`config.mk`:
```
export PLATFORM = sky130hd
export DESIGN_NAME = store_align
export DESIGN_NICKNAME = d
export VERILOG_FILES = /design/src/cpu_mem_config.svh /design/src/cpu_mem_pkg.sv /design/src/store_align.sv
export SDC_FILE = /design/constraint.sdc
export NUM_CORES = 1
export LEC_CHECK = 0
export ABC_AREA = 1
export BUFFER_PORTS_ARGS = -buffer_cell sky130_fd_sc_hd__buf_2
export CAP_MARGIN = 20
export CORE_MARGIN = 5
export CORE_UTILIZATION = 36
export DETAILED_ROUTE_END_ITERATION = 7
export GPL_ROUTABILITY_DRIVEN = 0
export PLACE_DENSITY = 0.87
export SLEW_MARGIN = 15
export SYNTH_ARGS = -nofsm -noshare
export SYNTH_HDL_FRONTEND = slang
export SYNTH_SLANG_ARGS = --single-unit
```
`constraint.sdc`:
```
create_clock -name vclk -period 1.41
set_input_delay 0.282 -clock vclk [all_inputs]
set_output_delay 0.282 -clock vclk [all_outputs]
set_load 0.005 [all_outputs]
```
`src/cpu_mem_config.svh`:
```
`ifndef CPU_MEM_CONFIG_SVH
`define CPU_MEM_CONFIG_SVH

// Data RAM size in 32-bit words
`define CPU_MEM_DEPTH_WORDS 256

// Word-address width, so byte addresses above bit 9 are out of range
`define CPU_MEM_ADDR_BITS 8

// Extra access-phase cycles before the RAM raises pready
`define CPU_MEM_WAIT_STATES 2

`endif

```
`src/cpu_mem_pkg.sv`:
```
package cpu_mem_pkg;

    typedef logic [31:0] word_t;      // Data or byte address
    typedef logic [4:0]  reg_idx_t;   // Destination register index
    typedef logic [3:0]  byte_en_t;   // One strobe per byte lane

    typedef enum logic [1:0]
    {
        op_none,
        op_load,
        op_store
    } mem_op_t;

    typedef enum logic [1:0]
    {
        size_byte,
        size_half,
        size_word
    } mem_size_t;

    // Memory stage controller states
    typedef enum logic [1:0]
    {
        st_idle,
        st_setup,
        st_access,
        st_done
    } ctrl_state_t;

    // Execute-to-memory packet; addr also carries the ALU result for op_none
    typedef struct packed
    {
        mem_op_t   op;
        mem_size_t size;
        logic      sign_ext;
        word_t     addr;
        word_t     store_data;
        reg_idx_t  rd;
        logic      reg_write;
    } ex_mem_t;

    // Memory-to-writeback packet
    typedef struct packed
    {
        logic     reg_write;
        reg_idx_t rd;
        word_t    result;
        logic     mem_err;     // Out-of-range access
    } mem_wb_t;

endpackage

```
`src/store_align.sv`:
```
`timescale 1ns/1ps

module store_align (
    input  cpu_mem_pkg::mem_size_t size,
    input  logic [1:0]             byte_off,
    input  cpu_mem_pkg::word_t     store_data,
    output cpu_mem_pkg::word_t     pwdata,
    output cpu_mem_pkg::byte_en_t  pstrb
);

    // Data is replicated so every lane holds it; strobes pick the lanes
    always_comb
    begin
        case (size)
            cpu_mem_pkg::size_byte:
            begin
                pwdata = {4{store_data[7:0]}};
                pstrb  = 4'b0001 << byte_off;
            end
            cpu_mem_pkg::size_half:
            begin
                pwdata = {2{store_data[15:0]}};
                pstrb  = byte_off[1] ? 4'b1100 : 4'b0011;   // Odd offsets round down
            end
            default:
            begin
                pwdata = store_data;
                pstrb  = 4'b1111;
            end
        endcase
    end

endmodule

```
---- Word-level counts from Yosys, hierarchy flattened ----
Index checks and enable logic that the tools add are counted.
storage, ports and cells
  output and inout port bits .............. 36
  register bits ........................... 0
  input port bits ......................... 36
operators by class
  reduce and logical (&&, ||, !) cells .... 1
  equal/unequal tests ..................... 1
  shift operators ......................... 1
  muxes and demuxes ....................... 3
operators with widths
  operator               count
  $pmux W32 S2           1
  $pmux W4 S2            1
  $mux W4                1
  $shl A1 B2 Y4 const A  1
  $eq A2 B1 Y1 const B   1
  $logic_not A2 Y1       1

---- Logic depth before layout (Yosys ltp) ----
Gate-level depths: netlist of the first run.
  depth after elaboration ................. 2
  depth in mapped cells ................... 5
  gate-level depth less buffers ........... 3

---- Worst setup path after synthesis of the first run ----
No wires, ideal clock.
  path kind ............................... input -> output
  start ................................... in size[1]
  end ..................................... out pwdata[12]
  path slack .............................. 0.350 ns
  data required time ...................... 1.128 ns
  data arrival time ....................... 0.778 ns
  cell stages on the path ................. 4
  buffers on the path ..................... 2
  path through ............................ buf_4 > buf_2 > o21ai_1 > nand2_1
between the ends
  word-level cells in the longest chain between the ends .. 2
RTL lines
  element                                           RTL line           text
  from (decl)                                       store_align.sv:4   input cpu_mem_pkg::mem_size_t size,
  $eq A2 B1 Y1 or $logic_not A2 Y1 (tied branches)  store_align.sv:14  case (size)
  $pmux W32 S2 (*)                                  store_align.sv:14
  to (decl)                                         store_align.sv:7   output cpu_mem_pkg::word_t pwdata,
Mark *: on every way between the ends. The rest lies on a longest branch, timed or not.

---- Worst setup path after layout of the first run ----
  start ................................... in size[0]
  end ..................................... out pwdata[31]
The elaborated chain is that of the path after synthesis.

==> impl_metrics.ini, run 1 <==
[run_status]
status = finished, final reports clean

[place]
io_buffers = 72
dp_cells = 173
post-dp-hpwl_um = 1683

[timing]
maxSlewHeadroom_pct = 85.42
finalSetupViolCount = 0
period_needed_ps = 1290
max_freq_ghz = 0.7752
final-max-slew-violation-count = 0
finalHoldViolCount = 0
fin_tns_setup_ps = 0
tightest_slew_ps = 218.7
rsz0062_at_grt = false
fin_crit_sh_pct = 91.49

[critical_path]
crit_path_max_fanout = 14
cp.arrival_ps = 1010
end_kind = output port
path_cells = buf_2, buf_4, nand3_2, nand3_2, buf_2
slowest_delay_ps = 250
critPathRequiredTime_ps = 1130
startpoint_type = input pin
slowest_stage = buf_4
critPathKind = in -> out

[grt]
antenna_found_initial = 0
grtUsageTotal_pct = 14.23
grt_pass1_vias = 737
grt_pass1_wl_um = 3022
grt_max_degree = 23
gr-total-overflow = 0

[final_layout]
fill_cells = 147
final_layout_size_suffix_gt1_share_pct = 58.60
n_clock_buffer = 0
regArea_um2 = 0
final_nets = 195
n_antenna_cell = 0
seq_cells = 0
stdcell_count = 173
synthToLayoutAreaGrowth_pct = 51.01
multi_input_area_um2 = 422.9

[floorplanning]
die_h_um = 49.42
die_area_mm2 = 0.002442
io_pins = 72
start_util_pct = 37.56
core_area_mm2 = 0.001489
die_w_um = 49.42
fp-row-count = 14

[logic_synthesis]
netlist.top_cell.by_area = nand2_1
ys_seq_area_share_pct = 0
synth_nets = 134
synth.area.top_cells = nand2_1 34%, nand3_2 29%, buf_4 12%
synth_top_area_share_pct = 33.56
syn_area_per_cell_um2 = 5.707
ys_warn_count = 0
syn_area_um2 = 559.3
synth_cells = 98
synth_cell_types = 12

[hold_path]
holdCritPathClass = in -> out

[pwr]
power_leakage_nw = 0.5533
p_per_area_mw_per_mm2 = 318.7
peakVddDrop_uv = 132.7

[run]
drv_cap = 0

[route]
postRouteAntennaNets = 0
drt_iter0_drc = 9
vias = 823
drt_wl_total_um = 1939
drc_errors = 0
firstDrtPassIters = 4
routedWlPerCell_um = 11.21
viasPerCell = 4.757

[clocking]
post-cts-setup-buffers = 0
-- area by class of cell --
| class | instances | share of cell area, % |
|---|---|---|
| Tap cell | 16 | 2.370 |
| Inverter | 3 | 1.630 |
| Multi-Input combinational cell | 80 | 50.07 |
| Timing Repair Buffer | 74 | 45.93 |
-- logic make-up after synthesis --
group                  Yosys count  synth area share [%]
and+or+nand+nor                 68                 64.88
buffers and inverters           18                 24.38
AOI/OAI and AO/OA               12                 10.74
-- worst max-delay path: cells and delay by family --
kind          cells  cell delay (ps)
buf+inv           3              540
simple gates      2              190
-- per-stage QoR --
| step | utilization (%) | power, W | hold WS, ps | setup WS, ps | instance area [um2] |
|---|---|---|---|---|---|
| 2_1_floorplan | - | 0.0001494 | 624.4 | 349.7 | 559.3 |
| 3_3_place_gp | 56.55 | 0.0002646 | 762.9 | 105.8 | 842.1 |
| 3_5_place_dp | 56.55 | 0.0002719 | 761.9 | 65.86 | 842.1 |
| 4_1_cts | 56.55 | 0.0002727 | 762.7 | 68.37 | 842.1 |
| 5_1_grt | 56.72 | 0.0002998 | 773.1 | 72.55 | 844.6 |
| 6_report | 56.72 | 0.0002691 | 760.7 | 120.0 | 844.6 |
-- worst paths after layout --
path / from / endpoint / slack (ps) / depth (start not counted)
worst max-delay path: size[0] / pwdata[31] / 120 / 5
worst min-delay path: store_data[0] / pwdata[0] / 760 / 2
-- per-layer routing --
metal | up-vias | routed length (um) | GRT usage [%]
li1 | 423 | - | -
met1 | 366 | 691 | 15.58
met2 | 34 | 1058 | 28.76
met3 | 0 | 189 | 2.752
met4 | 0 | 0 | 0.4367
met5 | - | 0 | 0
-- cells in the final DEF (no fill, tap or decap) --
master   synthesis  final
buf_12           1      1
buf_2            3     72
buf_4            9      1
inv_1            2      2
inv_4            0      1
nand2_1         50     50
nand3_2         16     16
nor2_1           1      1
nor2_4           1      1
o21ai_0          2      2
o21ai_1         10     10
-- power by group --
| part | internal [W] | total [W] | switching (W) |
|---|---|---|---|
| clock network | 0 | 0 | 0 |
| registers | 0 | 0 | 0 |
| logic | 0.000131 | 0.000269 | 0.000138 |
-- repair_timing --
item,CTS,global route
setup endpoints to repair,0,1
resized for setup,0,2
hold buffers,0,0
-- synthesized netlist by cell type --
cell     number
buf_4         9
nand3_2      16
inv_1         2
nor2_1        1
o21ai_1      10
nand2_1      50
buf_12        1
buf_6         2
nor2_4        1
o21ai_0       2
inv_2         1
buf_2         3
Note: power is estimated with default switching activity, not from simulation.
==> inputs of run 2 (changes only) <==
--- a/config.mk
+++ b/config.mk
@@ -13,6 +13,7 @@
 export DETAILED_ROUTE_END_ITERATION = 7
 export GPL_ROUTABILITY_DRIVEN = 0
 export PLACE_DENSITY = 0.87
+export RECOVER_POWER = 25
 export SLEW_MARGIN = 15
 export SYNTH_ARGS = -nofsm -noshare
 export SYNTH_HDL_FRONTEND = slang
==> impl_metrics.ini, run 2 (synthesized netlist as in run 1, its figures left out) <==
[critical_path]
cp.arrival_ps = 1010
crit_path_max_fanout = 14
startpoint_type = input pin
end_kind = output port
critPathRequiredTime_ps = 1130
critPathKind = in -> out

[floorplanning]
die_h_um = 49.42
io_pins = 72
start_util_pct = 37.56
die_w_um = 49.42
die_area_mm2 = 0.002442
fp-row-count = 14
core_area_mm2 = 0.001489

[route]
viasPerCell = 4.763
routedWlPerCell_um = 11.23
firstDrtPassIters = 4
drc_errors = 0
drt_wl_total_um = 1943
vias = 824
drt_iter0_drc = 8
postRouteAntennaNets = 0

[place]
post-place-ws_ps = 65.86
dp_cells = 173
io_buffers = 72
post-dp-hpwl_um = 1683

[timing]
period_needed_ps = 1291
hold_slack_ps = 776.3
maxSlewHeadroom_pct = 85.54
finalSetupViolCount = 0
fin_tns_setup_ps = 0
finalHoldViolCount = 0
fin_crit_sh_pct = 91.54
max_freq_ghz = 0.7747
tightest_slew_ps = 216.9
final-max-slew-violation-count = 0
rsz0062_at_grt = false
final.setup.worst_slack_ps = 119.2

[grt]
grtUsageTotal_pct = 14.23
grt_max_degree = 23
grt_pass1_wl_um = 3022
grt_pass1_vias = 737
gr-total-overflow = 0
antenna_found_initial = 0

[final_layout]
final_common_cell = buf_2
seq_cells = 0
n_clock_buffer = 0
final_layout_size_suffix_gt1_share_pct = 53.50
synthToLayoutAreaGrowth_pct = 49.22
n_antenna_cell = 0
multi_input_area_um2 = 422.9
final_nets = 195
stdcell_count = 173
fill_cells = 154
layout_common_cells = 64 x buf_2, 50 x nand2_1, 16 x nand3_2, 10 x o21ai_1, 8 x clkbuf_1
regArea_um2 = 0

[run]
drv_cap = 0

[run_status]
status = finished, final reports clean

[clocking]
ctsResizeCount = 0
cts_hold_buf = 0
post-cts-setup-buffers = 0

[pwr]
p_seq_share_pct = 0
p_int_w = 0.0001284
p_per_area_mw_per_mm2 = 319.2
peakVddDrop_uv = 130.9
clockPowerShare_pct = 0
p_sw_share_pct = 51.80
power_leakage_nw = 0.5313
switchingPower_w = 0.0001380
combPwrFrac_pct = 100.0

[hold_path]
holdCritPathClass = in -> out
hold_path_depth = 2
min_to = pwdata[7]
hold_start = store_data[7]
==> run 2: critical path: stages <==
cell and delay, ps:
buf_2 180, buf_4 250, nand3_2 110, nand3_2 80
buf_2 110
==> run 2: cell type report <==
class,instances,share of cell area (%)
inverter,3,1.649
tap,16,2.399
timing repair buffer,74,45.28
multi-input combinational,80,50.67
==> run 2: through the flow <==
stage	total power, W	util, %	cell area [um2]
5_1_grt	0.0002968	56.05	834.6
3_3_place_gp	0.0002646	56.55	842.1
4_1_cts	0.0002727	56.55	842.1
3_5_place_dp	0.0002719	56.55	842.1
2_1_floorplan	0.0001494	-	559.3
6_report	0.0002664	56.05	834.6
==> run 2: power by group through the flow <==
stage	Clock, W	Sequential (W)	Combinational, W
6_report	0	0	0.000266
5_1_grt	0	0	0.000297
4_1_cts	0	0	0.000273
3_5_place_dp	0	0	0.000272
3_3_place_gp	0	0	0.000265
2_1_floorplan	0	0	0.000149
==> run 2: worst max path at each step <==
stage / to / slack [ps] / depth (start not counted) / from
2_1_floorplan: pwdata[12] / 350 / 4 / size[1]
3_3_place_gp: pwdata[30] / 110 / 5 / size[1]
3_5_place_dp: pwdata[31] / 70 / 5 / size[1]
4_1_cts: pwdata[31] / 70 / 5 / size[1]
5_1_grt: pwdata[29] / 70 / 5 / size[0]
6_report: pwdata[31] / 120 / 5 / size[0]
==> run 2: per-layer routing <==
layer	part of all wire [%]	GRT usage, %
met5	0	0
met4	0	0.4367
met3	9.8	2.752
met2	55	28.76
met1	35	15.58
