## config.mk

```make
export PLATFORM = sky130hd
export DESIGN_NAME = load_extract
export DESIGN_NICKNAME = d
export VERILOG_FILES = /design/src/cpu_mem_config.svh /design/src/cpu_mem_pkg.sv /design/src/load_extract.sv
export SDC_FILE = /design/constraint.sdc
export NUM_CORES = 1
export LEC_CHECK = 0
export BUFFER_PORTS_ARGS = -buffer_cell sky130_fd_sc_hd__buf_2
export CORE_ASPECT_RATIO = 1.4
export CORE_UTILIZATION = 45
export DETAILED_ROUTE_END_ITERATION = 10
export PLACE_DENSITY = 0.88
export SYNTH_ARGS = -nofsm -noshare
export SYNTH_HDL_FRONTEND = slang
export SYNTH_SLANG_ARGS = --single-unit
```

## constraint.sdc

```tcl
create_clock -name vclk -period 4
set_clock_uncertainty 0.1 [all_clocks]
set_input_delay 0.4 -clock vclk [all_inputs]
set_output_delay 0.4 -clock vclk [all_outputs]
set_load 0.005 [all_outputs]
```

## src/cpu_mem_config.svh

```systemverilog
`ifndef CPU_MEM_CONFIG_SVH
`define CPU_MEM_CONFIG_SVH

// Data RAM size in 32-bit words
`define CPU_MEM_DEPTH_WORDS 256

// Word-address width, so byte addresses above bit 9 are out of range
`define CPU_MEM_ADDR_BITS 8

// Extra access-phase cycles before the RAM raises pready
`define CPU_MEM_WAIT_STATES 2

`endif

```

## src/cpu_mem_pkg.sv

```systemverilog
package cpu_mem_pkg;

    typedef logic [31:0] word_t;      // Data or byte address
    typedef logic [4:0]  reg_idx_t;   // Destination register index
    typedef logic [3:0]  byte_en_t;   // One strobe per byte lane

    typedef enum logic [1:0]
    {
        op_none,
        op_load,
        op_store
    } mem_op_t;

    typedef enum logic [1:0]
    {
        size_byte,
        size_half,
        size_word
    } mem_size_t;

    // Memory stage controller states
    typedef enum logic [1:0]
    {
        st_idle,
        st_setup,
        st_access,
        st_done
    } ctrl_state_t;

    // Execute-to-memory packet; addr also carries the ALU result for op_none
    typedef struct packed
    {
        mem_op_t   op;
        mem_size_t size;
        logic      sign_ext;
        word_t     addr;
        word_t     store_data;
        reg_idx_t  rd;
        logic      reg_write;
    } ex_mem_t;

    // Memory-to-writeback packet
    typedef struct packed
    {
        logic     reg_write;
        reg_idx_t rd;
        word_t    result;
        logic     mem_err;     // Out-of-range access
    } mem_wb_t;

endpackage

```

## src/load_extract.sv

```systemverilog
`timescale 1ns/1ps

module load_extract (
    input  cpu_mem_pkg::mem_size_t size,
    input  logic [1:0]             byte_off,
    input  logic                   sign_ext,
    input  cpu_mem_pkg::word_t     rdata,
    output cpu_mem_pkg::word_t     result
);

    logic [7:0]  sel_byte;
    logic [15:0] sel_half;

    always_comb
    begin
        case (byte_off)
            2'd0:    sel_byte = rdata[7:0];
            2'd1:    sel_byte = rdata[15:8];
            2'd2:    sel_byte = rdata[23:16];
            default: sel_byte = rdata[31:24];
        endcase
    end

    assign sel_half = byte_off[1] ? rdata[31:16] : rdata[15:0];   // Offset 1 or 3 rounds down

    always_comb
    begin
        case (size)
            cpu_mem_pkg::size_byte:
                result = {{24{sign_ext && sel_byte[7]}}, sel_byte};
            cpu_mem_pkg::size_half:
                result = {{16{sign_ext && sel_half[15]}}, sel_half};
            default:
                result = rdata;
        endcase
    end

endmodule

```

Yosys cells after proc, flatten, opt, wreduce, memory -nomap -nowiden. Cells that the tools add are included.

Equal/unequal tests: 3. Muxes and demuxes: 3. Reduce and logical (&&, ||, !) cells: 4.

Operator list (count): case mux 32 bit (2 select lines) (1); case mux 8 bit (3 select lines) (1); two-way mux 16 bit (1); equality test 2 x 1 -> 1 bit, second input constant (2); zero test 2 bit (2); equality test 2 bit, second input constant (1); logical AND 1 bit (2).

Bits in registers: 0. Input bits: 37. Output and inout bits: 32. Word-level logic and storage cells: 10.

Longest topological paths before layout. Gate-level depths: netlist of run 1.

Depth after elaboration: 4. Depth in mapped cells: 7. Mapped depth without buffers: 3.

Worst setup path after synthesis of run 1. No wires, ideal clock.

Path type: input-to-output. Start point: in size[1]. End point: out result[21]. Arrival time: 1447 ps. Required time: 3500 ps. Slack: 2053 ps. Cell stages on the path: 7. Buffers on the path: 4. Path through: buf_6 > nand2b_4 > buf_6 > or3_1 > buf_2 > buf_6 > o211ai_2.

Longest elaborated chain between the ends: 2. Elaborated cells between the ends (all ways): 3. Classes of those cells: eq/ne: 1; mux: 1; reduce/logical: 1.

RTL lines: from (decl) (line load_extract.sv:4) `input cpu_mem_pkg::mem_size_t size,`; equality test 2 x 1 -> 1 bit / zero test 2 bit (equally long branches) (line load_extract.sv:28) `case (size)`; case mux 32 bit (2 select lines) (*) (line load_extract.sv:28); to (decl) (line load_extract.sv:8) `output cpu_mem_pkg::word_t result`.

Mark *: on every way between the ends. The rest lies on a longest branch, timed or not.

Worst setup path in the final report of run 1.
Start point: in size[1]. End point: out result[12].

Same word-level chain as after synthesis.

==> qor.csv, run 1 <==
metric,value,unit
drc,0,
min_from,rdata[5],
synth_cells,115,
hold_path_depth,3,
nClkBuffers,0,
drive_above_1_share,50.00,%
io_pins,69,
synth_warnings,0,
synth.area.top_cells,"mux2i_1, o211ai_2, nand2_1",
regArea,0,um^2
post_cts_buffers,0,
grt_antenna_before_repair,0,
cts_hold_buf,0,
grt_max_degree,37,
holdPathEnd,result[5],
drv_cap,0,
post_cts_resized,0,
antennaDiodeCount,0,
die_area,2129,um^2
p_leak,0.5781,nW
fmax,344.3,MHz
syn_to_final_growth,30.14,%
grt_pass1_vias,951,
gr-usage-all-layers,26.15,%
yosysMostFrequentCell,nand2_1,
path_max_fanout,36,
tightest_slew,883.0,ps
drtPass1Iterations,4,
vias,1099,
wl,2615,um
fp-row-count,18,
nNetsFinal,207,
dpl.hpwl,1972,um
synth.net_count,152,
cp-startpoint,size[1],
ant_nets,0,
arrival,2400,ps
min_period,2904,ps
end_kind,primary output,
coreArea,1802,um^2
synth_cell_types,20,
nFlopsAndLatches,0,
ys_top_cells_by_count,"nand2_1, mux2i_1, o211ai_2",
min_period_over_period,72.60,%
worstSetupPathType,input port to primary output,
crit_required,3500,ps
avgViaCountPerCell,5.846,
wl_per_cell,13.91,um
vdd_drop_max,63.75,uV
fin_setup_tns,0,ps
synth_top_cell_by_area,mux2i_1,
worstSetupStartpointType,input port,
gp_congestion,0.8950,
outcome,"complete, no violations",
rsz0062_at_grt,false,
dieWidth,39.29,um
power,0.0001380,W
synth_seq_area_share,0,%
die-height,54.20,um
timing.slew.headroom,41.01,%
setup_viol,0,
io_buffers,69,
drv_slew,0,
start_util,48.61,%
syn_avg_cell_area,7.616,um^2
grt_pass1_wl,4174,um
drt_iter0_drc,25,
netlist_area,875.8,um^2
p_per_area,121.1,nW/um^2
nFillCells,174,
grt-ovfl-total,0,
hp-class,input port to primary output,
hold_viol_final,0,
synth_top_area_share,17.14,%
## how the worst max path moves through the flow
stage | end | slack (ps) | cells after the start
final | result[12] | 1100 | 5
after global routing | result[14] | 900 | 5
after CTS | result[12] | 1090 | 5
after detailed placement | result[12] | 1100 | 5
after global placement | result[13] | 1200 | 5
after floorplan | result[21] | 2050 | 7
## layout by cell type (no fill, tap or decap), drive strengths merged, types with 2 or more instances in the layout
cell and instances:
nand2 25, o211ai 17, mux2 2, nor2b 9, mux2i 15, a22oi 9
o22a 7, buf 69, o221ai 8
## power by group
part	leakage [nW]	internal, W	switching [W]
clock network	0	0	0
registers	0	0	0
logic	0.578	0.0000672	0.0000708
total	0.578	0.0000672	0.0000708
## metrics by stage
stage	setup slack [ps]	cell area (um^2)	std cells	utilization (%)	hold WS [ps]
global route	902.5	1140	188	63.26	996.4
detailed placement	1099	1140	188	63.26	989.4
global placement	1203	1140	188	63.26	996.9
CTS	1095	1140	188	63.26	992.2
floorplan	2053	875.8	115	-	799.5
finish	1096	1140	188	63.26	990.4
## cell families (layout without fill, tap and decap cells)
group / after synthesis / in the layout / synth area share [%]
and+or+nand+nor: 37 / 37 / 20.00
AOI/OAI and AO/OA: 43 / 43 / 47.29
buffers and inverters: 18 / 71 / 13.00
muxes: 17 / 17 / 19.71
## final cells by class
type / instances / area, um^2 / share of cell area [%]
inverters: 2 / 7.507 / 0.6586
repair buffers: 69 / 345.3 / 30.30
well taps: 20 / 25.02 / 2.195
multi-input cells: 97 / 762.0 / 66.85
## worst max-delay path, stage by stage
cell	delay (ps)
buf_2	440
nor2b_1	310
a32oi_4	830
o221ai_1	240
buf_2	170
## routing by layer
| metal | GRT usage (%) | vias up | part of all wire [%] |
|---|---|---|---|
| li1 | - | 550 | - |
| met1 | 33.82 | 495 | 40 |
| met2 | 48.06 | 50 | 54 |
| met3 | 0 | 4 | 4.6 |
| met4 | 4.023 | 0 | 1.3 |
| met5 | 0 | - | 0 |
(Power assumes the default switching activity.)
==> run 2: changes to the inputs <==
--- a/config.mk
+++ b/config.mk
@@ -5,11 +5,12 @@
 export SDC_FILE = /design/constraint.sdc
 export NUM_CORES = 1
 export LEC_CHECK = 0
+export ABC_AREA = 1
 export BUFFER_PORTS_ARGS = -buffer_cell sky130_fd_sc_hd__buf_2
 export CORE_ASPECT_RATIO = 1.4
-export CORE_UTILIZATION = 45
+export CORE_UTILIZATION = 39
 export DETAILED_ROUTE_END_ITERATION = 10
-export PLACE_DENSITY = 0.88
+export PLACE_DENSITY = 0.83
 export SYNTH_ARGS = -nofsm -noshare
 export SYNTH_HDL_FRONTEND = slang
 export SYNTH_SLANG_ARGS = --single-unit
==> constraint.sdc (replaced) <==
create_clock -name vclk -period 2.8
set_clock_uncertainty 0.1 [all_clocks]
set_input_delay 0.28 -clock vclk [all_inputs]
set_output_delay 0.28 -clock vclk [all_outputs]
set_load 0.005 [all_outputs]
==> run 2 against run 1 <==
Effect of this change:
- worst hold slack worse by 230 ps
- synthesized area is 16% lower
- critical path depth up 3
- final cell count increased by 25%
- largest power group unchanged
==> qor.csv, run 2 <==
metric,value,unit
power,0.0001709,W
drt_iter0_drc,15,
syn_avg_cell_area,4.700,um^2
path_max_fanout,24,
end_kind,primary output,
syn_to_final_growth,40.96,%
p_leak,0.7131,nW
multi_input_area,610.6,um^2
nClkBuffers,0,
final_common_cell,nand2_1,
placed_area,1033,um^2
gp_congestion,0.8036,
io_buffers,69,
drtPass1Iterations,4,
antennaDiodeCount,0,
hold_path_depth,4,
p_per_area,165.4,nW/um^2
vias,1160,
yosysMostFrequentCell,nand2_1,
nFlopsAndLatches,0,
dpl.hpwl,1784,um
netlist_area,733.2,um^2
nFillCells,212,
min_period_over_period,77.57,%
holdPathEnd,result[16],
worstSetupStartpointType,input port,
cts_hold_buf,0,
synth_warnings,0,
fin_setup_tns,0,ps
dp_cells,235,
setup_ws,628.0,ps
timing.slew.headroom,61.49,%
place_ws,631.8,ps
crit_required,2420,ps
grt-ovfl-total,0,
min_period,2172,ps
avgViaCountPerCell,4.936,
io_pins,69,
synth_top_cell_by_area,nand2_1,
hp-class,input port to primary output,
tightest_slew,577.7,ps
post_cts_resized,0,
synth_seq_area_share,0,%
nNetsFinal,254,
wl_per_cell,9.494,um
vdd_drop_max,86.33,uV
grt_max_degree,36,
finalNonFillerCells,235,
worstSetupPathType,input port to primary output,
drv_cap,0,
layout_common_cells,"nand2_1, buf_2, nand3_1",
regArea,0,um^2
grt_antenna_before_repair,0,
fp-row-count,18,
synth_top_area_share,42.49,%
arrival,1790,ps
final_area,1033,um^2
start_util,41.74,%
outcome,"complete, no violations",
die-height,53.31,um
drv_slew,0,
synth.net_count,193,
gr-usage-all-layers,22.25,%
grt_pass1_wl,3560,um
die_area,2060,um^2
setup_viol,0,
ant_nets,0,
dieWidth,38.65,um
fmax,460.4,MHz
drive_above_1_share,35.81,%
synth_cell_types,16,
drc,0,
hold_viol_final,0,
wl,2231,um
post_cts_buffers,0,
coreArea,1757,um^2
min_from,rdata[16],
grt_pass1_vias,910,
rsz0062_at_grt,false,
synth_cells,156,
ys_top_cells_by_count,"nand2_1, nand3_1, inv_1",
synth.area.top_cells,"nand2_1, nand3_1, o211ai_1",
run 2: cell types whose count changed in the layout (fill, tap and decap cells not counted), sizes merged, moves of 7 or more:
cell,delta
o221ai,-8
nand2,+58
nand3,+28
a21oi,+7
a22oi,-9
o22a,-7
inv,+13
mux2i,-15
o211ai,-10
nor2b,-9
run 2: critical path: stages:
cell and delay [ps]:
buf_2 290, inv_2 200, nand2_1 180, nand2_1 80, nand3_2 70, nand3_2 360
nand3_1 190, buf_2 130
run 2: logic make-up (layout without fill, tap and decap cells):
group / count (synthesis) / in the layout / synth area share [%]
simple gates: 115 / 115 / 68.94
buf+inv: 24 / 83 / 16.72
compound gates: 17 / 17 / 14.33
run 2: stage by stage:
step	hold slack (ps)	utilization, %
after floorplan	570.4	-
after global placement	761.9	58.83
after detailed placement	761.7	58.83
after CTS	762.9	58.83
after global routing	778.6	58.83
final	760.8	58.83
run 2: final cells by class:
type                            instances  area share (%)
Inverter                               14           5.085
Multi-Input combinational cell        132           59.08
Tap cell                               20           2.421
Timing Repair Buffer                   69           33.41
run 2: worst max path at each step:
stage / from / end / slack [ps] / cells after the start
after floorplan: size[1] / result[20] / 1410 / 7
after global routing: byte_off[1] / result[13] / 480 / 8
after CTS: byte_off[1] / result[8] / 630 / 8
after global placement: byte_off[1] / result[8] / 670 / 8
after detailed placement: byte_off[1] / result[8] / 630 / 8
final: byte_off[1] / result[8] / 630 / 8
run 2: metal layers:
metal | global-route usage (%) | share of wire, %
met5 | 0 | 0
met4 | 1.149 | 0
met3 | 0 | 5.0
met2 | 43.06 | 54
met1 | 27.50 | 41
run 2: power by group:
group	switching (W)	leakage [nW]	internal, W
Combinational	0.0000920	0.713	0.0000789
Sequential	0	0	0
Clock	0	0	0
