<file path="config.mk">
export PLATFORM = sky130hd
export DESIGN_NAME = mem_access_ctrl
export DESIGN_NICKNAME = d
export VERILOG_FILES = /design/src/cpu_mem_config.svh /design/src/cpu_mem_pkg.sv /design/src/mem_access_ctrl.sv
export SDC_FILE = /design/constraint.sdc
export NUM_CORES = 1
export LEC_CHECK = 0
export BUFFER_PORTS_ARGS = -buffer_cell sky130_fd_sc_hd__clkbuf_2
export CAP_MARGIN = 20
export CORE_MARGIN = 3
export CORE_UTILIZATION = 39
export DETAILED_ROUTE_END_ITERATION = 10
export PLACE_DENSITY = 0.85
export SYNTH_ARGS = -nofsm -noshare
export SYNTH_HDL_FRONTEND = slang
export SYNTH_SLANG_ARGS = --single-unit
</file>
<file path="constraint.sdc">
create_clock -name clk -period 3.82 [get_ports clk]
set_input_delay 0.382 -clock clk [delete_from_list [all_inputs] [get_ports clk]]
set_output_delay 0.382 -clock clk [all_outputs]
set_load 0.005 [all_outputs]
</file>
<file path="src/cpu_mem_config.svh">
`ifndef CPU_MEM_CONFIG_SVH
`define CPU_MEM_CONFIG_SVH

// Data RAM size in 32-bit words
`define CPU_MEM_DEPTH_WORDS 256

// Word-address width, so byte addresses above bit 9 are out of range
`define CPU_MEM_ADDR_BITS 8

// Extra access-phase cycles before the RAM raises pready
`define CPU_MEM_WAIT_STATES 2

`endif

</file>
<file path="src/cpu_mem_pkg.sv">
package cpu_mem_pkg;

    typedef logic [31:0] word_t;      // Data or byte address
    typedef logic [4:0]  reg_idx_t;   // Destination register index
    typedef logic [3:0]  byte_en_t;   // One strobe per byte lane

    typedef enum logic [1:0]
    {
        op_none,
        op_load,
        op_store
    } mem_op_t;

    typedef enum logic [1:0]
    {
        size_byte,
        size_half,
        size_word
    } mem_size_t;

    // Memory stage controller states
    typedef enum logic [1:0]
    {
        st_idle,
        st_setup,
        st_access,
        st_done
    } ctrl_state_t;

    // Execute-to-memory packet; addr also carries the ALU result for op_none
    typedef struct packed
    {
        mem_op_t   op;
        mem_size_t size;
        logic      sign_ext;
        word_t     addr;
        word_t     store_data;
        reg_idx_t  rd;
        logic      reg_write;
    } ex_mem_t;

    // Memory-to-writeback packet
    typedef struct packed
    {
        logic     reg_write;
        reg_idx_t rd;
        word_t    result;
        logic     mem_err;     // Out-of-range access
    } mem_wb_t;

endpackage

</file>
<file path="src/mem_access_ctrl.sv">
`timescale 1ns/1ps

module mem_access_ctrl (
    input  logic                    clk,
    input  logic                    rst,
    input  logic                    in_valid,
    input  cpu_mem_pkg::ex_mem_t    in_pkt,
    input  cpu_mem_pkg::word_t      prdata_ext,
    input  logic                    pready,
    input  logic                    pslverr,
    output logic                    in_ready,
    output logic                    psel,
    output logic                    penable,
    output logic                    pwrite,
    output cpu_mem_pkg::word_t      paddr,
    output cpu_mem_pkg::ex_mem_t    pkt_q,
    output logic                    wb_valid,
    output cpu_mem_pkg::mem_wb_t    wb_pkt
);

    cpu_mem_pkg::ctrl_state_t state;
    logic                     accept;
    logic                     xfer_done;
    logic                     is_load;

    assign in_ready  = (state == cpu_mem_pkg::st_idle);
    assign accept    = in_valid && in_ready;
    assign psel      = (state == cpu_mem_pkg::st_setup) || (state == cpu_mem_pkg::st_access);
    assign penable   = (state == cpu_mem_pkg::st_access);
    assign pwrite    = psel && (pkt_q.op == cpu_mem_pkg::op_store);
    assign paddr     = {pkt_q.addr[31:2], 2'b00};   // Lanes come from the strobes
    assign xfer_done = penable && pready;
    assign is_load   = (pkt_q.op == cpu_mem_pkg::op_load);

    always_ff @(posedge clk or posedge rst)
    begin
        if (rst)
        begin
            state    <= cpu_mem_pkg::st_idle;
            wb_valid <= 1'b0;
        end
        else
        begin
            wb_valid <= 1'b0;
            case (state)
                cpu_mem_pkg::st_idle:
                begin
                    if (accept)
                    begin
                        if (in_pkt.op == cpu_mem_pkg::op_none)
                            wb_valid <= 1'b1;               // Pass-through, no stall
                        else
                            state <= cpu_mem_pkg::st_setup;
                    end
                end
                cpu_mem_pkg::st_setup:
                    state <= cpu_mem_pkg::st_access;
                cpu_mem_pkg::st_access:
                begin
                    if (pready)
                        state <= cpu_mem_pkg::st_done;      // Hold until the RAM answers
                end
                cpu_mem_pkg::st_done:
                begin
                    wb_valid <= 1'b1;
                    state    <= cpu_mem_pkg::st_idle;
                end
                default:
                    state <= cpu_mem_pkg::st_idle;
            endcase
        end
    end

    // Packet capture and write-back payload
    always_ff @(posedge clk)
    begin
        if (accept)
        begin
            pkt_q <= in_pkt;
            if (in_pkt.op == cpu_mem_pkg::op_none)
            begin
                wb_pkt.reg_write <= in_pkt.reg_write;
                wb_pkt.rd        <= in_pkt.rd;
                wb_pkt.result    <= in_pkt.addr;       // ALU result
                wb_pkt.mem_err   <= 1'b0;
            end
        end
        if (xfer_done)
        begin
            wb_pkt.reg_write <= is_load && pkt_q.reg_write;  // Stores never write a register
            wb_pkt.rd        <= pkt_q.rd;
            wb_pkt.result    <= is_load ? prdata_ext : '0;
            wb_pkt.mem_err   <= pslverr;
        end
    end

endmodule

</file>
# After elaboration in Yosys (flattened, before gate mapping)
# Cells that the tools add are included.
# word_totals
ff_bits,117
inputBits,112
# classes
n_eq_ne,8
mux,11
n_reduce_logical,11
# op_table
operator,n
39-bit 2-to-1 mux,3
32-bit 2-to-1 mux,1
2-bit case mux with 4 select lines,1
2-bit == test (second input constant),3
2-bit 2-to-1 mux,3
2-bit by 1-bit == test with 1-bit output (second input constant),2
1-bit logical AND,4
2-bit zero test,2
2-bit inequality test (second input constant),2
2-bit nonzero test,2
3-bit AND reduction,1
1-bit 2-to-1 mux,2
2-bit by 1-bit inequality test with 1-bit output (second input constant),1
1-bit case mux with 2 select lines,1
2-bit AND reduction,1
1-bit logical OR,1

# Longest topological paths before layout
# Gate-level depths: netlist of the first run.
# logic_depth
word_depth,4
ltp_mapped,6
mapped_depth_nobuf,5

# Worst setup path before layout of the first run
# No wires, ideal clock.
# synth_timing
kind,reg-to-reg
startpoint,register state[0]
endpoint,"register wb_pkt[0] (netlist name), enable pin"
setup_time_ns,0.397
t_arrival_ns,3.635
slack_ns,-0.212
path_stages_with_launch,6
synth_period_minus_slack_ns,4.032
path_cell_list,dfrtp_1 -> inv_1 -> ha_1 -> and2_1 -> nand2_1 -> nand2_1
# synth_between
elab_chain_len,4
# synth_lines
element,line_no,rtl
"start, declared",mem_access_ctrl.sv:21,cpu_mem_pkg::ctrl_state_t state;
"start signal, assigned",mem_access_ctrl.sv:39,state <= cpu_mem_pkg::st_idle;
"start signal, assigned",mem_access_ctrl.sv:53,state <= cpu_mem_pkg::st_setup;
"start signal, assigned",mem_access_ctrl.sv:57,state <= cpu_mem_pkg::st_access;
2-bit zero test,mem_access_ctrl.sv:26,assign in_ready = (state == cpu_mem_pkg::st_idle);
named net in_ready,mem_access_ctrl.sv:11,"output logic in_ready,"
1-bit logical AND,mem_access_ctrl.sv:27,assign accept = in_valid && in_ready;
named net accept,mem_access_ctrl.sv:22,logic accept;
2-bit nonzero test (no source line),n/a,
2-bit AND reduction (no source line),n/a,
"end, declared",mem_access_ctrl.sv:18,output cpu_mem_pkg::mem_wb_t wb_pkt
# The timed path passes the listed nets, and every way through them passes these cells.
# A chain may end at the register's enable or synchronous reset.

# Worst setup path after layout of the first run
# layout_timing
startpoint,register state[0]
endpoint,"register wb_pkt[32] (netlist name), data pin"
# layout_between
elab_chain_len,3
# layout_lines
element,line_no,rtl
2-bit == test,mem_access_ctrl.sv:29,assign penable = (state == cpu_mem_pkg::st_access);
1-bit logical AND,mem_access_ctrl.sv:32,assign xfer_done = penable && pready;
39-bit 2-to-1 mux,mem_access_ctrl.sv:88,if (xfer_done)
# No other way between the ends.

==> results of run 1 <==
## stage by stage
| stage | setup WS (ns) | power [uW] |
|---|---|---|
| floorplan | 0.659 | 2270 |
| global placement | 1.52 | 2640 |
| detailed placement | 1.38 | 2680 |
| CTS | 1.37 | 4100 |
| global route | 1.17 | 4270 |
| finish | 1.36 | 4060 |
## per-layer routing
layer	GRT usage [%]	part of all wire, %
met5	0	0
met4	7.95	2.9
met3	5.73	7.7
met2	31.1	53
met1	20.8	37
## cells in the mapped netlist
cell type    n  share of area, %
a21oi_1      2              0.23
a22o_1      33               6.7
a2bb2oi_1    1              0.20
and2_1       1              0.15
and3_1       1              0.15
buf_2        2              0.23
buf_4       32               5.6
buf_6        3              0.78
clkbuf_1     2              0.17
conb_1       1             0.087
dfrtp_1      3               1.7
edfxtp_1   114                79
ha_1         4               1.2
inv_1        4              0.35
mux2_2       6               1.6
nand2_1      4              0.35
nand2_2      1              0.15
nor2_1       3              0.26
nor2b_1      1              0.15
nor3b_4      1              0.44
o21ai_0      1              0.12
## cells by family after synthesis
| kind of cell | synth area share [%] |
|---|---|
| muxes | 1.57 |
| adders and majority gates | 1.16 |
| DFF | 81.2 |
| and+or+nand+nor | 1.63 |
| buffers and inverters | 7.11 |
| other | 0.0870 |
| AOI/OAI and AO/OA | 7.26 |
## how the worst max path moves through the flow
stage,from,endpoint
floorplan,state[0],wb_pkt[0]
global placement,state[0],wb_pkt[15]
detailed placement,state[0],wb_pkt[32]
CTS,state[0],wb_pkt[32]
global route,state[0],wb_pkt[15]
finish,state[0],wb_pkt[32]
## layout make-up
type,count,area [sq um],share of cell area [%]
clock buffer,18,418,6.89
sequential,117,3500,57.7
clock inverter,12,115,1.90
tap,136,170,2.81
inverter,4,15.0,0.248
multi-input combinational,61,513,8.46
timing repair buffer,264,1330,22.0
## registers in the layout, summed over array words and instances (netlist names)
name / flops
wb_valid: 1
pkt_q: 45
paddr: 30
wb_pkt: 39
state: 2
## power groups by stage
stage / Sequential (uW) / Clock [uW] / Combinational (uW)
finish: 1850 / 1410 / 797
floorplan: 1880 / 0 / 391
global placement: 1860 / 0 / 778
CTS: 1850 / 1440 / 811
global route: 1870 / 1520 / 874
detailed placement: 1870 / 0 / 808
## worst max-delay path: cells and delay by family, from the launching register on
kind | cells | cell delay, ns
buffers and inverters | 3 | 0.83
AND/OR/NAND/NOR | 2 | 0.61
flip-flops | 1 | 0.40
adder cells (fa/ha/maj) | 1 | 0.25
AO/OA/AOI/OAI | 1 | 0.20
## repair_timing
item / CTS / global route
endpoints found under the setup margin: 0 / 0
endpoints found under the hold margin: 3 / 0
buffers inserted: 0 / 0
hold buffers: 1 / 0
==> flow_summary.yaml, run 1 <==
placement:
  place.gp.congestion: 0.824
  placedCellCount: 581
  dpl_cell_area_sq_um: 5520
  dpl.hpwl_um: 8360
  placement.io_buffers: 260
worst_hold_path:
  hold_start: "in_pkt[17]"
  holdPathEnd: "pkt_q[17]"
  hold_depth: 1
  hold_path_class: "primary input to flop"
sta:
  finalCritPeriodShare_pct: 64.5
  clock_skew_ns: 0.00865
  rsz0062_at_grt: "no"
  finalMaxSlewViolations: 0
  fin_crit_ns: 2.46
  finalHoldViolCount: 0
  final.setup.tns_ns: 0
  hold_slack_ns: 0.0479
  max_freq_ghz: 0.406
  relSlewSlack_pct: 35.4
  setup_viol: 0
  worst_slew_pin_slew_ns: 0.969
finish:
  utilization_pct: 57.4
  drive_above_1_share_pct: 62.4
  fill_cells: 856
  num_antenna_cells: 0
  nets: 581
  area_growth_syn_to_layout_pct: 40.7
  layout_common_cells: "clkbuf_2 (260), edfxtp_1 (114), a22o_1 (33), clkbuf_16 (16), mux2_2 (6)"
  fin_area_sq_um: 6060
  final_common_cell: "clkbuf_2"
  fin_cells: 612
power_and_ir_drop:
  p_int_uw: 3000
  p_leak_uw: 0.00267
  clkPwrFrac_pct: 34.8
  ir_drop_mv: 0.399
  p_sw_share_pct: 25.9
  power_density_nw_per_um2: 669
  p_comb_share_pct: 19.7
  p_sw_uw: 1050
  p_seq_share_pct: 45.5
clocking:
  clk_path_buf_depth: 2
  cts_resized: 0
  cts_tree: "done"
  htree_levels: 4
  cts_buffers: 17
  clk_pin_slew_ns: 0.06
  root_buffer: "clkbuf_8"
  clk_latency_ns: 0.50
  clkSinkCount: 117
drt:
  firstDrtPassIters: 4
  post_drt_wl_per_cell_um: 18.0
  drtAntennaViolNets: 0
  num_vias: 2872
  routed_wl_um: 11000
  viasPerCell: 4.69
  drt_iter0_markers: 133
  route.detailed.drc: 0
logic_synthesis:
  synth_cell_type_count: 21
  synth_area_sq_um: 4310
  ys_ff_latch: 117
  ys.warnings.count: 0
  ys_seq_area_share_pct: 81.2
  synth_cells: 220
  syn_area_per_cell_sq_um: 19.6
global_routing:
  grt_max_degree: 76
  antenna_found_initial: 0
  grt_pass1_vias: 3059
  grt_pass1_wl_um: 17000
  gr-total-overflow: 0
  grt_usage_pct: 18.1
critical_path:
  cp_common_cell: "buf_4"
  crit_path_max_incr_delay_ns: 0.40
  crit_fanout: 29
  ff2ff_path_depth: 7
  critical_path_class: "flop to flop"
  r2r-end: "wb_pkt[32]"
  critPathLaunchType: "flop"
  path_cells: "inv_1 > ha_1 > nand2_2 > buf_4 > nor3b_4 > buf_4 > a22o_1"
  reg2reg_from: "state[0]"
  r2r_slack_ns: 1.36
  crit_required_ns: 4.19
  cp-end-kind: "flop"
  cpMaxStageDelayCell: "dfrtp_1"
  crit_arrival_ns: 2.83
run_status:
  status: "finished, final reports clean"
floorplan:
  rows: 37
  dieWidth_um: 111
  die_h_um: 111
  core_area_sq_um: 10600
  die-area_sq_um: 12300
  io_pins: 263
  start_util_pct: 40.8
run:
  maxCapViolCount: 0
Power figures use the tool's default switching activity.
==> inputs of run 2 (changes only) <==
CORE_UTILIZATION = 43   (was 39)
PLACE_DENSITY = 0.88   (was 0.85)
clock period = 2.54 ns   (was 3.82 ns; I/O delays follow)
==> run 2 against run 1 <==
Effect of this change:
- worst setup slack worse by 0.81 ns
- sequential cell count stayed put
- die area shrank 8.8%
- clock power is 84% higher
- global-route usage grew 3.0 points
- first-iteration DRC count up 0.75%
- total power up 65%
- critical path type unchanged
- via count is 11% higher
- final cell count up 12%
==> flow_summary.yaml, run 2 (synthesis gave the netlist of run 1 again) <==
run_status:
  status: "finished, final reports clean"
floorplan:
  rows: 35
  dieWidth_um: 106
  die-area_sq_um: 11300
  start_util_pct: 45.3
  io_pins: 263
  core_area_sq_um: 9500
  die_h_um: 106
finish:
  fill_cells: 579
  num_antenna_cells: 0
  nets: 659
  utilization_pct: 73.2
  drive_above_1_share_pct: 54.9
  top_register: "pkt_q"
  area_growth_syn_to_layout_pct: 61.5
  final_common_cell: "clkbuf_2"
  layout_common_cells: "clkbuf_2 (260), edfxtp_1 (114), dlygate4sd3_1 (76), a22o_1 (33), clkbuf_16 (16)"
  largest_reg_flops: 45
critical_path:
  path_cells: "inv_1 > ha_1 > nand2_2 > buf_4 > a22o_1"
  crit_fanout: 21
  cp-end-kind: "flop"
  cpMaxStageDelayCell: "dfrtp_1"
  crit_arrival_ns: 2.23
  crit_path_max_incr_delay_ns: 0.40
  critical_path_class: "flop to flop"
  crit_required_ns: 2.78
  critPathLaunchType: "flop"
drt:
  viasPerCell: 4.65
  post_drt_wl_per_cell_um: 17.4
  num_vias: 3182
  drtAntennaViolNets: 0
  routed_wl_um: 11900
  route.detailed.drc: 0
  drt_iter0_markers: 134
  firstDrtPassIters: 5
clocking:
  cts_resized: 0
  clk_path_buf_depth: 2
  clk_latency_ns: 0.49
  htree_levels: 4
  clkSinkCount: 117
  cts_buffers: 17
  root_buffer: "clkbuf_8"
  cts_tree: "done"
  clk_pin_slew_ns: 0.06
placement:
  placement.io_buffers: 260
  place.gp.congestion: 0.786
  dpl.hpwl_um: 8120
  pre_cts_ws_ns: 0.576
global_routing:
  grt_max_degree: 76
  gr-total-overflow: 0
  grt_pass1_vias: 3450
  grt_usage_pct: 21.1
  grt_pass1_wl_um: 17800
  antenna_found_initial: 0
sta:
  final.setup.tns_ns: 0
  worst_slew_pin_slew_ns: 0.510
  setup_viol: 0
  setup_ws_ns: 0.550
  fin_crit_ns: 1.99
  finalMaxSlewViolations: 0
  finalHoldViolCount: 0
  finalCritPeriodShare_pct: 78.3
  rsz0062_at_grt: "no"
  max_freq_ghz: 0.502
  relSlewSlack_pct: 65.9
  clock_skew_ns: 0.0143
worst_hold_path:
  hold_path_class: "primary input to flop"
power_and_ir_drop:
  p_leak_uw: 0.00306
  power_uw: 6680
  power_density_nw_per_um2: 961
  ir_drop_mv: 0.698
run:
  maxCapViolCount: 0
[run 2: changes by cell type in the layout (fill, tap and decap cells not counted), sizes merged]
cell         previous run  this run
buf                     3         6
bufinv                  2         6
clkinv                  7         5
dlygate4sd3             1        76
[run 2: layer usage]
metal	vias to the layer above	part of all wire, %	global-route usage (%)
met2	177	55	39.4
met5	-	0	0
met1	1517	37	22.6
met4	0	1.8	7.40
met3	14	6.6	5.77
li1	1474	-	-
[run 2: final cells by class]
cell class / count / area, sq um / share of cell area [%]
clock buffers: 18 / 418 / 6.01
clock inverters: 14 / 233 / 3.34
inverters: 4 / 15.0 / 0.216
multi-input cells: 61 / 513 / 7.37
flip-flops and latches: 117 / 3500 / 50.3
well taps: 129 / 161 / 2.32
repair buffers: 342 / 2120 / 30.5
[run 2: final timing paths]
kind | start | end | slack [ns] | cells after the start
min | prdata_ext[25] | wb_pkt[26] | 0.04 | 2
max in group asynchronous | rst | state[0] | 2.23 | 3
min in group asynchronous | rst | wb_valid | 0.17 | 3
max reg2reg | state[0] | wb_pkt[25] | 0.55 | 5
max | state[0] | wb_pkt[25] | 0.55 | 5
min reg2reg | pkt_q[0] | wb_pkt[38] | 0.58 | 1
[run 2: worst max-delay path, delay by kind of cell (launching register included)]
family / cells / cell delay (ns)
flops: 1 / 0.40
simple gates: 1 / 0.34
fa+ha+maj: 1 / 0.26
buf+inv: 2 / 0.48
compound gates: 1 / 0.26
[run 2: per-stage QoR]
step                      hold WS [ns]  cell area [sq um]  std cells
after floorplan                0.00764               4320        221
after global placement          0.0987               5550        577
after detailed placement         0.113               5550        577
after CTS                       0.0153               6960        685
after global routing            0.0248               6960        685
final                           0.0405               6960        685
[run 2: where the power goes]
part / switching (uW) / total [uW] / internal, uW / leakage, uW
clock: 807 / 2590 / 1780 / 0.000306
combinational: 703 / 1330 / 622 / 0.00167
sequential: 141 / 2770 / 2630 / 0.00109
[run 2: what timing repair did]
item | 4_1_cts | 5_1_grt
hold buffers | 76 | 0
buffers inserted | 0 | 0
hold endpoints to repair | 78 | 0
endpoints found under the setup margin | 0 | 0
==> inputs of run 3 (changes only) <==
CORE_UTILIZATION = 39   (was 43)
PLACE_DENSITY = 0.85   (was 0.88)
clock period = 1.6 ns   (was 2.54 ns; I/O delays follow)
==> run 3 against run 2 <==
Effect of this change:
- the flow now finishes with violations (negative setup slack)
- clock skew fell by 0.0046 ns
- critical path type is now flop to output port
- combinational power rose by 110%
- total power rose by 67%
- final cell count rose by 8.3%
- largest cell class unchanged
- sequential cell count did not move
- worst setup slack got worse by 0.64 ns
- non-clock buffer count rose by 51
==> flow_summary.yaml, run 3 (synthesis gave the netlist of run 1 again) <==
run_status:
  status: "finished with violations"
  violations: "negative setup slack"
clocking:
  htree_levels: 4
  clk_path_buf_depth: 2
  cts_tree: "done"
  clk_latency_ns: 0.50
  clkSinkCount: 117
  root_buffer: "clkbuf_8"
  cts_buffers: 17
  clk_pin_slew_ns: 0.06
finish:
  final_common_cell: "clkbuf_2"
  layout_common_cells: "clkbuf_2 (257), edfxtp_1 (114), dlygate4sd3_1 (108), a22o_1 (33), clkbuf_16 (18)"
  num_antenna_cells: 0
  top_register: "pkt_q"
  area_growth_syn_to_layout_pct: 76.7
  fin_area_sq_um: 7610
  drive_above_1_share_pct: 54.5
  nets: 710
  largest_reg_flops: 45
power_and_ir_drop:
  power_density_nw_per_um2: 1460
  p_sw_uw: 2800
  ir_drop_mv: 0.903
  clkPwrFrac_pct: 35.0
  p_leak_uw: 0.00335
  p_comb_share_pct: 25.5
  p_seq_share_pct: 39.5
  p_int_uw: 8340
  power_uw: 11100
  p_sw_share_pct: 25.1
critical_path:
  r2r_slack_ns: -0.03
  critPathLaunchType: "flop"
  crit_required_ns: 1.44
  critical_path_class: "flop to output port"
  cp-end-kind: "output port"
  r2r-end: "wb_pkt[12]"
  reg2reg_from: "state[0]"
  crit_arrival_ns: 1.53
  crit_fanout: 4
  ff2ff_path_depth: 8
drt:
  route.detailed.drc: 0
  firstDrtPassIters: 5
  drtAntennaViolNets: 0
  drt_iter0_markers: 252
  post_drt_wl_per_cell_um: 18.5
  viasPerCell: 4.73
  num_vias: 3513
  routed_wl_um: 13700
floorplan:
  dieWidth_um: 111
  rows: 37
  start_util_pct: 40.8
  die-area_sq_um: 12300
  core_area_sq_um: 10600
  io_pins: 263
  die_h_um: 111
placement:
  place.gp.congestion: 0.818
  placement.io_buffers: 260
  dpl_cell_area_sq_um: 5700
  dpl.hpwl_um: 8790
global_routing:
  grt_usage_pct: 21.6
  grt_pass1_vias: 3661
  antenna_found_initial: 0
  grt_max_degree: 40
  gr-total-overflow: 0
  grt_pass1_wl_um: 20000
sta:
  finalCritPeriodShare_pct: 106
  setup_viol: 35
  max_freq_ghz: 0.592
  clock_skew_ns: 0.00973
  finalMaxSlewViolations: 0
  setup_ws_ns: -0.0905
  fin_crit_ns: 1.69
  finalHoldViolCount: 0
  rsz0062_at_grt: "yes"
worst_hold_path:
  hold_start: "prdata_ext[5]"
  hold_depth: 2
  holdPathEnd: "wb_pkt[6]"
  hold_path_class: "primary input to flop"
run:
  maxCapViolCount: 0
-- run 3: area by class of cell --
type / instances / area (sq um)
multi-input cells: 61 / 579
flip-flops and latches: 117 / 3500
fillers: 670 / 2940
clock inverters: 11 / 183
inverters: 4 / 15.0
repair buffers: 393 / 2740
clock buffers: 20 / 425
well taps: 136 / 170
-- run 3: worst max-delay path by stage --
stage | cells past startpoint | end | from | slack (ns)
global route | 6 | pwrite | state[0] | -0.17
global placement | 5 | wb_pkt[36] | state[0] | 0.05
floorplan | 5 | wb_pkt[0] | state[1] | -0.35
detailed placement | 6 | wb_pkt[12] | state[0] | -0.06
finish | 6 | pwrite | state[0] | -0.09
CTS | 6 | pwrite | state[0] | -0.14
-- run 3: critical path, cell delays in order (launching register included) --
cell and delay [ns]:
dfrtp_1 0.37, inv_2 0.05, buf_6 0.11, ha_4 0.27, nand2_2 0.04, nor2_1 0.07, buf_2 0.11
-- run 3: timing repair --
action / in CTS / in global routing
resized for setup: 3 / 12
pin swaps: 3 / 7
hold buffers: 108 / 0
endpoints found under the setup margin: 40 / 58
hold endpoints to repair: 116 / 0
setup buffers: 4 / 5
cloned: 1 / 2
-- run 3: power by group through the flow --
stage | Combinational [uW] | Clock, uW | Sequential, uW
4_1_cts | 2600 | 3970 | 4400
5_1_grt | 3050 | 4110 | 4450
6_report | 2840 | 3900 | 4400
3_3_place_gp | 2180 | 0 | 4410
3_5_place_dp | 2270 | 0 | 4460
2_1_floorplan | 1010 | 0 | 4480
-- run 3: per-layer routing --
| layer | GRT usage (%) | vias to the layer above | wire length (um) |
|---|---|---|---|
| li1 | - | 1578 | - |
| met1 | 22.8 | 1687 | 4930 |
| met2 | 40.2 | 212 | 7570 |
| met3 | 5.68 | 36 | 875 |
| met4 | 9.16 | 0 | 369 |
| met5 | 0 | - | 0 |
-- run 3: metrics by stage --
step | worst slack, ns | util, % | hold WS (ns) | cells | TNS (ns)
6_report | -0.0905 | 72.1 | 0.0262 | 742 | -0.531
5_1_grt | -0.173 | 72.1 | 0.0166 | 742 | -3.45
4_1_cts | -0.135 | 70.8 | 0.00744 | 735 | -0.293
3_5_place_dp | -0.0586 | 54.0 | 0.0204 | 591 | -1.02
3_3_place_gp | 0.0477 | 54.0 | 0.00596 | 591 | 0
2_1_floorplan | -0.353 | - | -0.0864 | 221 | -16.97
